--- src/obi_pkg.sv ---
// ******************************
// OBI bus types
// Request and response of the slave port
// ******************************

package obi_pkg;

  // Master to slave
  typedef struct packed {
    logic        req;
    logic        we;
    logic [3:0]  be;
    logic [31:0] addr;
    logic [31:0] wdata;
  } obi_req_t;

  // Slave to master
  typedef struct packed {
    logic        gnt;
    logic        rvalid;
    logic        err;
    logic [31:0] rdata;
  } obi_resp_t;

endpackage

--- src/reg_pkg.sv ---
// ******************************
// Register bus types
// Bus structs, address map and bridge states
// ******************************

package reg_pkg;

  typedef struct packed {
    logic        valid;
    logic        write;
    logic [3:0]  wstrb;
    logic [31:0] addr;
    logic [31:0] wdata;
  } reg_req_t;

  typedef struct packed {
    logic        ready;
    logic        error;
    logic [31:0] rdata;
  } reg_rsp_t;

  // Page index from addr[11:8]
  typedef enum logic [3:0] {
    PAGE_GPIO  = 4'd0,
    PAGE_TIMER = 4'd1,
    PAGE_IRQ   = 4'd2
  } periph_page_e;

  localparam int NUM_PERIPH = 3;

  typedef enum logic [3:0] {
    GPIO_OUT    = 4'h0,
    GPIO_OUT_EN = 4'h4,
    GPIO_IN     = 4'h8,
    GPIO_INTR   = 4'hC
  } gpio_reg_e;

  typedef enum logic [3:0] {
    TMR_COUNT   = 4'h0,
    TMR_COMPARE = 4'h4,
    TMR_CTRL    = 4'h8,
    TMR_STATUS  = 4'hC
  } timer_reg_e;

  typedef enum logic [3:0] {
    IRQ_PENDING = 4'h0,
    IRQ_ENABLE  = 4'h4,
    IRQ_CLAIM   = 4'h8
  } irq_reg_e;

  typedef enum logic [1:0] {
    BR_IDLE,
    BR_ACCESS,
    BR_RESPOND
  } bridge_state_e;

  // Byte strobes expanded to a bit mask
  function automatic logic [31:0] strb_to_mask(input logic [3:0] wstrb);
    logic [31:0] mask;
    for (int b = 0; b < 4; b++) begin
      mask[8*b +: 8] = {8{wstrb[b]}};
    end
    return mask;
  endfunction

endpackage

--- src/obi_fifo.sv ---
// ******************************
// OBI request FIFO
// Buffers requests ahead of the bridge
// ******************************

`timescale 1ns/100ps

module obi_fifo #(
  parameter int FIFO_DEPTH = 2
) (
  input  logic               clk_i,
  input  logic               reset_i,
  input  obi_pkg::obi_req_t  producer_req_i,
  output obi_pkg::obi_resp_t producer_resp_o,
  output obi_pkg::obi_req_t  consumer_req_o,
  input  obi_pkg::obi_resp_t consumer_resp_i
);

  localparam int PTR_W = (FIFO_DEPTH > 1) ? $clog2(FIFO_DEPTH) : 1;
  localparam int CNT_W = $clog2(FIFO_DEPTH + 1);

  obi_pkg::obi_req_t mem [FIFO_DEPTH];
  logic [PTR_W-1:0]  wr_ptr;
  logic [PTR_W-1:0]  rd_ptr;
  logic [CNT_W-1:0]  count;
  logic              full;
  logic              empty;
  logic              push;
  logic              pop;

  assign full  = (count == CNT_W'(FIFO_DEPTH));
  assign empty = (count == '0);
  assign push  = producer_req_i.req && !full;
  assign pop   = consumer_resp_i.gnt && !empty;

  always_ff @(posedge clk_i) begin
    if (push) begin
      mem[wr_ptr] <= producer_req_i;
    end
  end

  always_ff @(posedge clk_i) begin
    if (reset_i) begin
      wr_ptr <= '0;
      rd_ptr <= '0;
      count  <= '0;
    end else begin
      if (push) begin
        wr_ptr <= (wr_ptr == PTR_W'(FIFO_DEPTH - 1)) ? '0 : wr_ptr + 1'b1;
      end
      if (pop) begin
        rd_ptr <= (rd_ptr == PTR_W'(FIFO_DEPTH - 1)) ? '0 : rd_ptr + 1'b1;
      end
      count <= count + CNT_W'(push) - CNT_W'(pop);
    end
  end

  // Head entry, req marks it valid
  always_comb begin
    consumer_req_o     = mem[rd_ptr];
    consumer_req_o.req = !empty;
  end

  // Response side passes through
  always_comb begin
    producer_resp_o        = consumer_resp_i;
    producer_resp_o.gnt    = !full;
  end

endmodule

--- src/periph_to_reg.sv ---
// ******************************
// OBI to register bus bridge
// One register access in flight
// ******************************

`timescale 1ns/100ps

module periph_to_reg (
  input  logic               clk_i,
  input  logic               reset_i,
  input  obi_pkg::obi_req_t  obi_req_i,
  output obi_pkg::obi_resp_t obi_resp_o,
  output reg_pkg::reg_req_t  reg_req_o,
  input  reg_pkg::reg_rsp_t  reg_rsp_i
);

  reg_pkg::bridge_state_e state_q;
  reg_pkg::bridge_state_e state_d;
  reg_pkg::reg_req_t      req_q;
  logic [31:0]            rdata_q;
  logic                   err_q;
  logic                   accept;

  assign accept = (state_q == reg_pkg::BR_IDLE) && obi_req_i.req;

  always_comb begin
    state_d = state_q;
    case (state_q)
      reg_pkg::BR_IDLE:    if (accept) state_d = reg_pkg::BR_ACCESS;
      reg_pkg::BR_ACCESS:  if (reg_rsp_i.ready) state_d = reg_pkg::BR_RESPOND;
      reg_pkg::BR_RESPOND: state_d = reg_pkg::BR_IDLE;
      default:             state_d = reg_pkg::BR_IDLE;
    endcase
  end

  always_ff @(posedge clk_i) begin
    if (reset_i) begin
      state_q <= reg_pkg::BR_IDLE;
    end else begin
      state_q <= state_d;
    end
  end

  // Request and response payload
  always_ff @(posedge clk_i) begin
    if (accept) begin
      req_q.valid <= 1'b1;
      req_q.write <= obi_req_i.we;
      req_q.wstrb <= obi_req_i.be;
      req_q.addr  <= obi_req_i.addr;
      req_q.wdata <= obi_req_i.wdata;
    end
    if (state_q == reg_pkg::BR_ACCESS && reg_rsp_i.ready) begin
      rdata_q <= reg_rsp_i.rdata;
      err_q   <= reg_rsp_i.error;
    end
  end

  always_comb begin
    reg_req_o       = req_q;
    reg_req_o.valid = (state_q == reg_pkg::BR_ACCESS);
  end

  assign obi_resp_o.gnt    = accept;
  assign obi_resp_o.rvalid = (state_q == reg_pkg::BR_RESPOND);
  assign obi_resp_o.err    = err_q;
  assign obi_resp_o.rdata  = rdata_q;

endmodule

--- src/reg_demux.sv ---
// ******************************
// Register bus demultiplexer
// Page decode, error reply for unmapped pages
// ******************************

`timescale 1ns/100ps

module reg_demux (
  input  reg_pkg::reg_req_t                        in_req_i,
  output reg_pkg::reg_rsp_t                        in_rsp_o,
  output reg_pkg::reg_req_t [reg_pkg::NUM_PERIPH-1:0] out_req_o,
  input  reg_pkg::reg_rsp_t [reg_pkg::NUM_PERIPH-1:0] out_rsp_i
);

  reg_pkg::periph_page_e page;

  assign page = reg_pkg::periph_page_e'(in_req_i.addr[11:8]);

  // Valid goes to the selected page only
  always_comb begin
    for (int i = 0; i < reg_pkg::NUM_PERIPH; i++) begin
      out_req_o[i]       = in_req_i;
      out_req_o[i].valid = in_req_i.valid && (page == i);
    end
  end

  always_comb begin
    case (page)
      reg_pkg::PAGE_GPIO,
      reg_pkg::PAGE_TIMER,
      reg_pkg::PAGE_IRQ: begin
        in_rsp_o = out_rsp_i[page];
      end
      default: begin
        // Unmapped, answer at once with an error
        in_rsp_o.ready = in_req_i.valid;
        in_rsp_o.error = 1'b1;
        in_rsp_o.rdata = '0;
      end
    endcase
  end

endmodule

--- src/gpio_regs.sv ---
// ******************************
// GPIO registers
// Outputs, enables, synced inputs, edge interrupts
// ******************************

`timescale 1ns/100ps

module gpio_regs #(
  parameter int GPIO_WIDTH = 8
) (
  input  logic                  clk_i,
  input  logic                  reset_i,
  input  reg_pkg::reg_req_t     reg_req_i,
  output reg_pkg::reg_rsp_t     reg_rsp_o,
  input  logic [GPIO_WIDTH-1:0] gpio_i,
  output logic [GPIO_WIDTH-1:0] gpio_o,
  output logic [GPIO_WIDTH-1:0] gpio_en_o,
  output logic                  irq_o
);

  reg_pkg::gpio_reg_e    offset;
  logic                  wr_en;
  logic [31:0]           wmask;
  logic [GPIO_WIDTH-1:0] mask_g;
  logic [GPIO_WIDTH-1:0] wdata_g;
  logic [GPIO_WIDTH-1:0] out_q;
  logic [GPIO_WIDTH-1:0] en_q;
  logic [GPIO_WIDTH-1:0] sync1_q;
  logic [GPIO_WIDTH-1:0] sync2_q;
  logic [GPIO_WIDTH-1:0] prev_q;
  logic [GPIO_WIDTH-1:0] intr_q;
  logic [GPIO_WIDTH-1:0] rise;
  logic [GPIO_WIDTH-1:0] clr;
  logic [31:0]           rdata;

  assign offset  = reg_pkg::gpio_reg_e'(reg_req_i.addr[3:0]);
  assign wr_en   = reg_req_i.valid && reg_req_i.write;
  assign wmask   = reg_pkg::strb_to_mask(reg_req_i.wstrb);
  assign mask_g  = wmask[GPIO_WIDTH-1:0];
  assign wdata_g = reg_req_i.wdata[GPIO_WIDTH-1:0];
  assign rise    = sync2_q & ~prev_q;
  assign clr     = (wr_en && offset == reg_pkg::GPIO_INTR) ? (wdata_g & mask_g) : '0;

  always_ff @(posedge clk_i) begin
    if (reset_i) begin
      out_q   <= '0;
      en_q    <= '0;
      sync1_q <= '0;
      sync2_q <= '0;
      prev_q  <= '0;
      intr_q  <= '0;
    end else begin
      sync1_q <= gpio_i;
      sync2_q <= sync1_q;
      prev_q  <= sync2_q;
      if (wr_en && offset == reg_pkg::GPIO_OUT) begin
        out_q <= (out_q & ~mask_g) | (wdata_g & mask_g);
      end
      if (wr_en && offset == reg_pkg::GPIO_OUT_EN) begin
        en_q <= (en_q & ~mask_g) | (wdata_g & mask_g);
      end
      // New edges win over a clear in the same cycle
      intr_q <= (intr_q & ~clr) | rise;
    end
  end

  always_comb begin
    rdata = '0;
    case (offset)
      reg_pkg::GPIO_OUT:    rdata[GPIO_WIDTH-1:0] = out_q;
      reg_pkg::GPIO_OUT_EN: rdata[GPIO_WIDTH-1:0] = en_q;
      reg_pkg::GPIO_IN:     rdata[GPIO_WIDTH-1:0] = sync2_q;
      reg_pkg::GPIO_INTR:   rdata[GPIO_WIDTH-1:0] = intr_q;
      default:              rdata = '0;
    endcase
  end

  assign reg_rsp_o.ready = reg_req_i.valid;
  assign reg_rsp_o.error = 1'b0;
  assign reg_rsp_o.rdata = rdata;

  assign gpio_o    = out_q;
  assign gpio_en_o = en_q;
  assign irq_o     = |intr_q;

endmodule

--- src/timer_regs.sv ---
// ******************************
// Periodic compare timer
// Wraps on compare match, sets a flag
// ******************************

`timescale 1ns/100ps

module timer_regs (
  input  logic              clk_i,
  input  logic              reset_i,
  input  reg_pkg::reg_req_t reg_req_i,
  output reg_pkg::reg_rsp_t reg_rsp_o,
  output logic              irq_o
);

  reg_pkg::timer_reg_e offset;
  logic                wr_en;
  logic [31:0]         wmask;
  logic [31:0]         count_q;
  logic [31:0]         compare_q;
  logic                enable_q;
  logic                match_q;
  logic                hit;
  logic [31:0]         rdata;

  assign offset = reg_pkg::timer_reg_e'(reg_req_i.addr[3:0]);
  assign wr_en  = reg_req_i.valid && reg_req_i.write;
  assign wmask  = reg_pkg::strb_to_mask(reg_req_i.wstrb);
  assign hit    = enable_q && (count_q == compare_q);

  always_ff @(posedge clk_i) begin
    if (reset_i) begin
      count_q   <= '0;
      compare_q <= '0;
      enable_q  <= 1'b0;
      match_q   <= 1'b0;
    end else begin
      // A count write overrides the increment
      if (wr_en && offset == reg_pkg::TMR_COUNT) begin
        count_q <= (count_q & ~wmask) | (reg_req_i.wdata & wmask);
      end else if (hit) begin
        count_q <= '0;
      end else if (enable_q) begin
        count_q <= count_q + 32'd1;
      end
      if (wr_en && offset == reg_pkg::TMR_COMPARE) begin
        compare_q <= (compare_q & ~wmask) | (reg_req_i.wdata & wmask);
      end
      if (wr_en && offset == reg_pkg::TMR_CTRL && reg_req_i.wstrb[0]) begin
        enable_q <= reg_req_i.wdata[0];
      end
      if (hit) begin
        match_q <= 1'b1;
      end else if (wr_en && offset == reg_pkg::TMR_STATUS && reg_req_i.wstrb[0] &&
                   reg_req_i.wdata[0]) begin
        match_q <= 1'b0;
      end
    end
  end

  always_comb begin
    rdata = '0;
    case (offset)
      reg_pkg::TMR_COUNT:   rdata = count_q;
      reg_pkg::TMR_COMPARE: rdata = compare_q;
      reg_pkg::TMR_CTRL:    rdata[0] = enable_q;
      reg_pkg::TMR_STATUS:  rdata[0] = match_q;
      default:              rdata = '0;
    endcase
  end

  assign reg_rsp_o.ready = reg_req_i.valid;
  assign reg_rsp_o.error = 1'b0;
  assign reg_rsp_o.rdata = rdata;
  assign irq_o           = match_q;

endmodule

--- src/irq_ctrl.sv ---
// ******************************
// Interrupt controller
// Pending, enable and claim to one core line
// ******************************

`timescale 1ns/100ps

module irq_ctrl #(
  parameter int NUM_EXT_IRQ = 4
) (
  input  logic                     clk_i,
  input  logic                     reset_i,
  input  reg_pkg::reg_req_t        reg_req_i,
  output reg_pkg::reg_rsp_t        reg_rsp_o,
  input  logic [NUM_EXT_IRQ+2:0]   src_i,
  output logic                     irq_o
);

  localparam int NSRC = NUM_EXT_IRQ + 3;

  reg_pkg::irq_reg_e offset;
  logic              wr_en;
  logic [31:0]       wmask;
  logic [NSRC-1:0]   pending_q;
  logic [NSRC-1:0]   enable_q;
  logic [NSRC-1:0]   active;
  logic [31:0]       claim_id;
  logic [31:0]       rdata;

  assign offset = reg_pkg::irq_reg_e'(reg_req_i.addr[3:0]);
  assign wr_en  = reg_req_i.valid && reg_req_i.write;
  assign wmask  = reg_pkg::strb_to_mask(reg_req_i.wstrb);
  assign active = pending_q & enable_q;

  always_ff @(posedge clk_i) begin
    if (reset_i) begin
      pending_q <= '0;
      enable_q  <= '0;
    end else begin
      pending_q <= src_i;
      if (wr_en && offset == reg_pkg::IRQ_ENABLE) begin
        enable_q <= (enable_q & ~wmask[NSRC-1:0]) | (reg_req_i.wdata[NSRC-1:0] & wmask[NSRC-1:0]);
      end
    end
  end

  // Lowest active id, source 0 never fires
  always_comb begin
    claim_id = '0;
    for (int i = NSRC - 1; i > 0; i--) begin
      if (active[i]) claim_id = 32'(i);
    end
  end

  always_comb begin
    rdata = '0;
    case (offset)
      reg_pkg::IRQ_PENDING: rdata[NSRC-1:0] = pending_q;
      reg_pkg::IRQ_ENABLE:  rdata[NSRC-1:0] = enable_q;
      reg_pkg::IRQ_CLAIM:   rdata = claim_id;
      default:              rdata = '0;
    endcase
  end

  assign reg_rsp_o.ready = reg_req_i.valid;
  assign reg_rsp_o.error = 1'b0;
  assign reg_rsp_o.rdata = rdata;
  assign irq_o           = |active;

endmodule

--- src/peripheral_subsystem.sv ---
// ******************************
// Peripheral subsystem
// OBI port to GPIO, timer and interrupts
// ******************************

`timescale 1ns/100ps

module peripheral_subsystem #(
  parameter int FIFO_DEPTH  = 2,
  parameter int GPIO_WIDTH  = 8,
  parameter int NUM_EXT_IRQ = 4
) (
  input  logic                   clk_i,
  input  logic                   reset_i,
  input  obi_pkg::obi_req_t      slave_req_i,
  output obi_pkg::obi_resp_t     slave_resp_o,
  input  logic [GPIO_WIDTH-1:0]  gpio_i,
  output logic [GPIO_WIDTH-1:0]  gpio_o,
  output logic [GPIO_WIDTH-1:0]  gpio_en_o,
  input  logic [NUM_EXT_IRQ-1:0] ext_irq_i,
  output logic                   irq_o
);

  obi_pkg::obi_req_t  fifo_req;
  obi_pkg::obi_resp_t fifo_resp;
  reg_pkg::reg_req_t  periph_req;
  reg_pkg::reg_rsp_t  periph_rsp;

  reg_pkg::reg_req_t [reg_pkg::NUM_PERIPH-1:0] slv_req;
  reg_pkg::reg_rsp_t [reg_pkg::NUM_PERIPH-1:0] slv_rsp;

  logic                   gpio_irq;
  logic                   timer_irq;
  logic [NUM_EXT_IRQ+2:0] irq_src;

  // Source 0 is reserved
  assign irq_src = {ext_irq_i, timer_irq, gpio_irq, 1'b0};

  obi_fifo #(
    .FIFO_DEPTH(FIFO_DEPTH)
  ) obi_fifo_i (
    .clk_i          (clk_i),
    .reset_i        (reset_i),
    .producer_req_i (slave_req_i),
    .producer_resp_o(slave_resp_o),
    .consumer_req_o (fifo_req),
    .consumer_resp_i(fifo_resp)
  );

  periph_to_reg periph_to_reg_i (
    .clk_i     (clk_i),
    .reset_i   (reset_i),
    .obi_req_i (fifo_req),
    .obi_resp_o(fifo_resp),
    .reg_req_o (periph_req),
    .reg_rsp_i (periph_rsp)
  );

  reg_demux reg_demux_i (
    .in_req_i (periph_req),
    .in_rsp_o (periph_rsp),
    .out_req_o(slv_req),
    .out_rsp_i(slv_rsp)
  );

  gpio_regs #(
    .GPIO_WIDTH(GPIO_WIDTH)
  ) gpio_regs_i (
    .clk_i    (clk_i),
    .reset_i  (reset_i),
    .reg_req_i(slv_req[reg_pkg::PAGE_GPIO]),
    .reg_rsp_o(slv_rsp[reg_pkg::PAGE_GPIO]),
    .gpio_i   (gpio_i),
    .gpio_o   (gpio_o),
    .gpio_en_o(gpio_en_o),
    .irq_o    (gpio_irq)
  );

  timer_regs timer_regs_i (
    .clk_i    (clk_i),
    .reset_i  (reset_i),
    .reg_req_i(slv_req[reg_pkg::PAGE_TIMER]),
    .reg_rsp_o(slv_rsp[reg_pkg::PAGE_TIMER]),
    .irq_o    (timer_irq)
  );

  irq_ctrl #(
    .NUM_EXT_IRQ(NUM_EXT_IRQ)
  ) irq_ctrl_i (
    .clk_i    (clk_i),
    .reset_i  (reset_i),
    .reg_req_i(slv_req[reg_pkg::PAGE_IRQ]),
    .reg_rsp_o(slv_rsp[reg_pkg::PAGE_IRQ]),
    .src_i    (irq_src),
    .irq_o    (irq_o)
  );

endmodule

--- config.mk ---
export PLATFORM = sky130hd
export DESIGN_NAME = peripheral_subsystem
export DESIGN_NICKNAME = d
export VERILOG_FILES = /design/src/obi_pkg.sv /design/src/reg_pkg.sv /design/src/obi_fifo.sv /design/src/periph_to_reg.sv /design/src/reg_demux.sv /design/src/gpio_regs.sv /design/src/timer_regs.sv /design/src/irq_ctrl.sv /design/src/peripheral_subsystem.sv
export SDC_FILE = /design/constraint.sdc
export NUM_CORES = 1
export LEC_CHECK = 0
export ABC_AREA = 1
export BUFFER_PORTS_ARGS = -buffer_cell sky130_fd_sc_hd__buf_2
export CORE_ASPECT_RATIO = 0.7
export CORE_MARGIN = 2
export CORE_UTILIZATION = 50
export CTS_CLUSTER_SIZE = 40
export DETAILED_ROUTE_END_ITERATION = 10
export PLACE_DENSITY = 0.75
export SYNTH_ARGS = -nofsm -noshare
export SYNTH_HDL_FRONTEND = slang
export SYNTH_SLANG_ARGS = --single-unit
--- constraint.sdc ---
create_clock -name clk_i -period 8.7 [get_ports clk_i]
set_input_delay 1.74 -clock clk_i [delete_from_list [all_inputs] [get_ports clk_i]]
set_output_delay 1.74 -clock clk_i [all_outputs]
set_load 0.02 [all_outputs]
==> summary.md <==
| Metric | Value |
|---|---|
| Critical Path Slowest Stage Cell | nor2_4 |
| Crit Path Class | reg -> reg |
| Fin crit share | 40.13% |
| Post-Syn Instances | 1493 |
| Clock root buffer | clkbuf_16 |
| Max incr delay on CP | 840 ps |
| Remaining antenna violation count | 0 |
| CP startpoint kind | flip-flop |
| Post-synth top area share | 37.98% |
| Multi-input logic area | 4682 sq um |
| CP delay by family, top | simple AND/OR/NAND/NOR gates |
| Dominant cell type by area after synthesis | edfxtp_1 |
| Share of layout cells above drive strength 1 | 12.84% |
| DPL Wire Length | 24.28 mm |
| Die Span Y | 140.4 microns |
| M2 GR Usage | 34.73% |
| DRC violations left | 0 |
| Worst Hold Class | reg -> reg |
| Hold Fails Final Rpt | 0 |
| Final setup viols | 0 |
| Detailed Route WL | 34.60 mm |
| Pin slew with the least headroom to its limit | 1134 ps |
| Initial core utilization | 51.34% |
| Met3 Use GR | 8.018% |
| Clock period minus final worst setup slack | 3491 ps |
| WP buf/inv | 3 |
| Most frequent cells in the layout | 415 x nand2_1, 168 x edfxtp_1, 155 x inv_1 |
| Worst Path Max Fanout | 35 |
| CP Data Required Time | 9140 ps |
| First-pass GRT wire length | 54.19 mm |
| CTS buffer count | 28 |
| Netlist cell types | 50 |
| Clock buffer depth | 3 |
| Synth top area cells | edfxtp_1 38%, dfxtp_1 20%, nand2_1 12% |
| Area Growth Syn to Fin | 13.15% |
| Met1 Use GR | 38.53% |
| DR pass1 iterations | 6 |
| Final Power | 3.832 mW |
| Fin nets | 1670 |
| Vias post-DR | 10.69k |
| Commonest non-fill, non-tap cell in the layout | nand2_1 |
| Mapped Area | 13280 sq um |
| CTS tree | done |
| Top FF cell, synth | edfxtp_1 |
| Synth Area per Inst | 8.897 sq um |
| Post-synth EDFFs | 168 |
| DR iter-0 viols | 1188 |
| Clock sink total | 301 |
| Placed cell area | 14080 sq um |
| Final Skew | 30.52 ps |
| Synth async-reset ratio | 0% |
| RSZ-0062 raised after global routing | false |
| Setup TNS Final | 0 ps |
| Ant diodes | 0 |
| Status | finished, final reports clean |
| Sequential fraction of the synthesis area | 58.03% |
| R2r setup slk | 5210 ps |
| Clock latency on the worst-skew pair | 570 ps |
| Global route hottest layer | met1 |
| CP cell instances | inv_2 -> nor2_4 -> nand3_2 -> nor2_4 -> nand2_4 -> nand2_8 -> inv_4 -> a21oi_4 -> inv_2 -> o21ai_1 -> a21oi_1 |
| Setup Buffers After CTS | 0 |
| Relative slew slack | 24.25% |
| DR vias/cell | 5.452 |
| Clk pin slew, worst setup/hold paths | 70 ps |
| CTS resizes | 0 |
| Fillcell total | 2306 |
| Die area | 27910 sq um |
| Crit end category | flip-flop |
| Final instance area | 15030 sq um |
| Average wire per standard cell | 17.65 microns |
| Core ar. | 25870 sq um |
| CP arrival | 3940 ps |
| Die width | 198.8 microns |
| #FFs+latches synth | 301 |
| Pin count of the biggest net entering global routing | 55 |
| Pwr dens | 255.0 nW/um^2 |
| Fin util | 58.09% |
| Total GRT Usage | 25.07% |
| Rows | 49 |
| Post-synthesis net count | 1580 |
| Io pins | 136 |
| Fmax | 0.2864 GHz |
| Initial antenna violation count | 0 |
| Slew Viols, Final | 0 |
| FF+latch area | 7707 sq um |
| Max-cap violations | 0 |
| Gpl congestion | 0.9910 |
| Leakage | 5.918 nW |
| Post-CTS Hold Fix Bufs | 0 |
| Synth warn | 0 |
| Total gr overflow | 0 |
| Vias in the first global route | 9822 |
| Htree depth | 1 |
| Peak VDD IR | 0.2283 mV |
| IO Port Bufs | 111 |
routing by layer:
layer	part of all wire [%]	wire, microns	up-vias
met4	1.1	391	0
met3	13	4398	39
met5	0	0	-
li1	-	-	5180
met2	40	13980	557
met1	46	15840	4916
Yosys cell counts (all sizes together), types with 9 or more instances:
master and number:
a211oi 18, a21oi 108, a31oi 10, buf 31, clkbuf 27, dfxtp 133
edfxtp 168, inv 168, nand2 419, nand3 44, nand4 34, nor2 145
nor3 21, nor4 11, o2111ai 9, o21ai 86, o22ai 14, xor2 16
tightest hold or removal path: cells and delay by family, from the launching register on:
family | cells | cell delay, ps
buffers and inverters | 1 | 40
DFF | 1 | 290
and+or+nand+nor | 1 | 30
cells by family (layout without fill, tap and decap cells):
group           Yosys count  count (layout)  share of synthesized area, %
xor+xnor                 22              22                         1.451
fa+ha+maj                 3               3                        0.2826
flops                   301             301                         58.03
compound gates          256             256                         11.21
buf+inv                 228             339                         6.839
simple gates            683             683                         22.19
power breakdown:
group	total, mW	switching [mW]	internal, mW
Combinational	0.612	0.479	0.132
Clock	1.25	0.536	0.715
Sequential	1.97	0.178	1.79
Total	3.83	1.19	2.64
final timing paths:
path | depth (start not counted) | to | from
max | 11 | flip-flop | periph_to_reg_i.state_q[0]
min | 2 | gpio_regs_i.sync2_q[4] | gpio_regs_i.sync1_q[4]
max reg2reg | 11 | flip-flop | periph_to_reg_i.state_q[0]
min reg2reg | 2 | gpio_regs_i.sync2_q[4] | gpio_regs_i.sync1_q[4]
area by class of cell:
| cell class | instances | area share (%) |
|---|---|---|
| Multi-Input combinational cell | 964 | 31.15 |
| Clock inverter | 19 | 1.523 |
| Timing Repair Buffer | 118 | 4.046 |
| Inverter | 170 | 4.262 |
| Tap cell | 357 | 2.972 |
| Sequential cell | 301 | 51.28 |
| Clock buffer | 32 | 4.762 |
per-stage QoR:
stage	hold WS, ps	setup WS, ps	std cells
after CTS	402.1	5263	1961
after global placement	393.4	5344	1910
after global routing	419.6	4970	1961
after detailed placement	393.5	5291	1910
after floorplan	388.3	4503	1493
final	400.9	5209	1961
(Power assumes the default switching activity.)
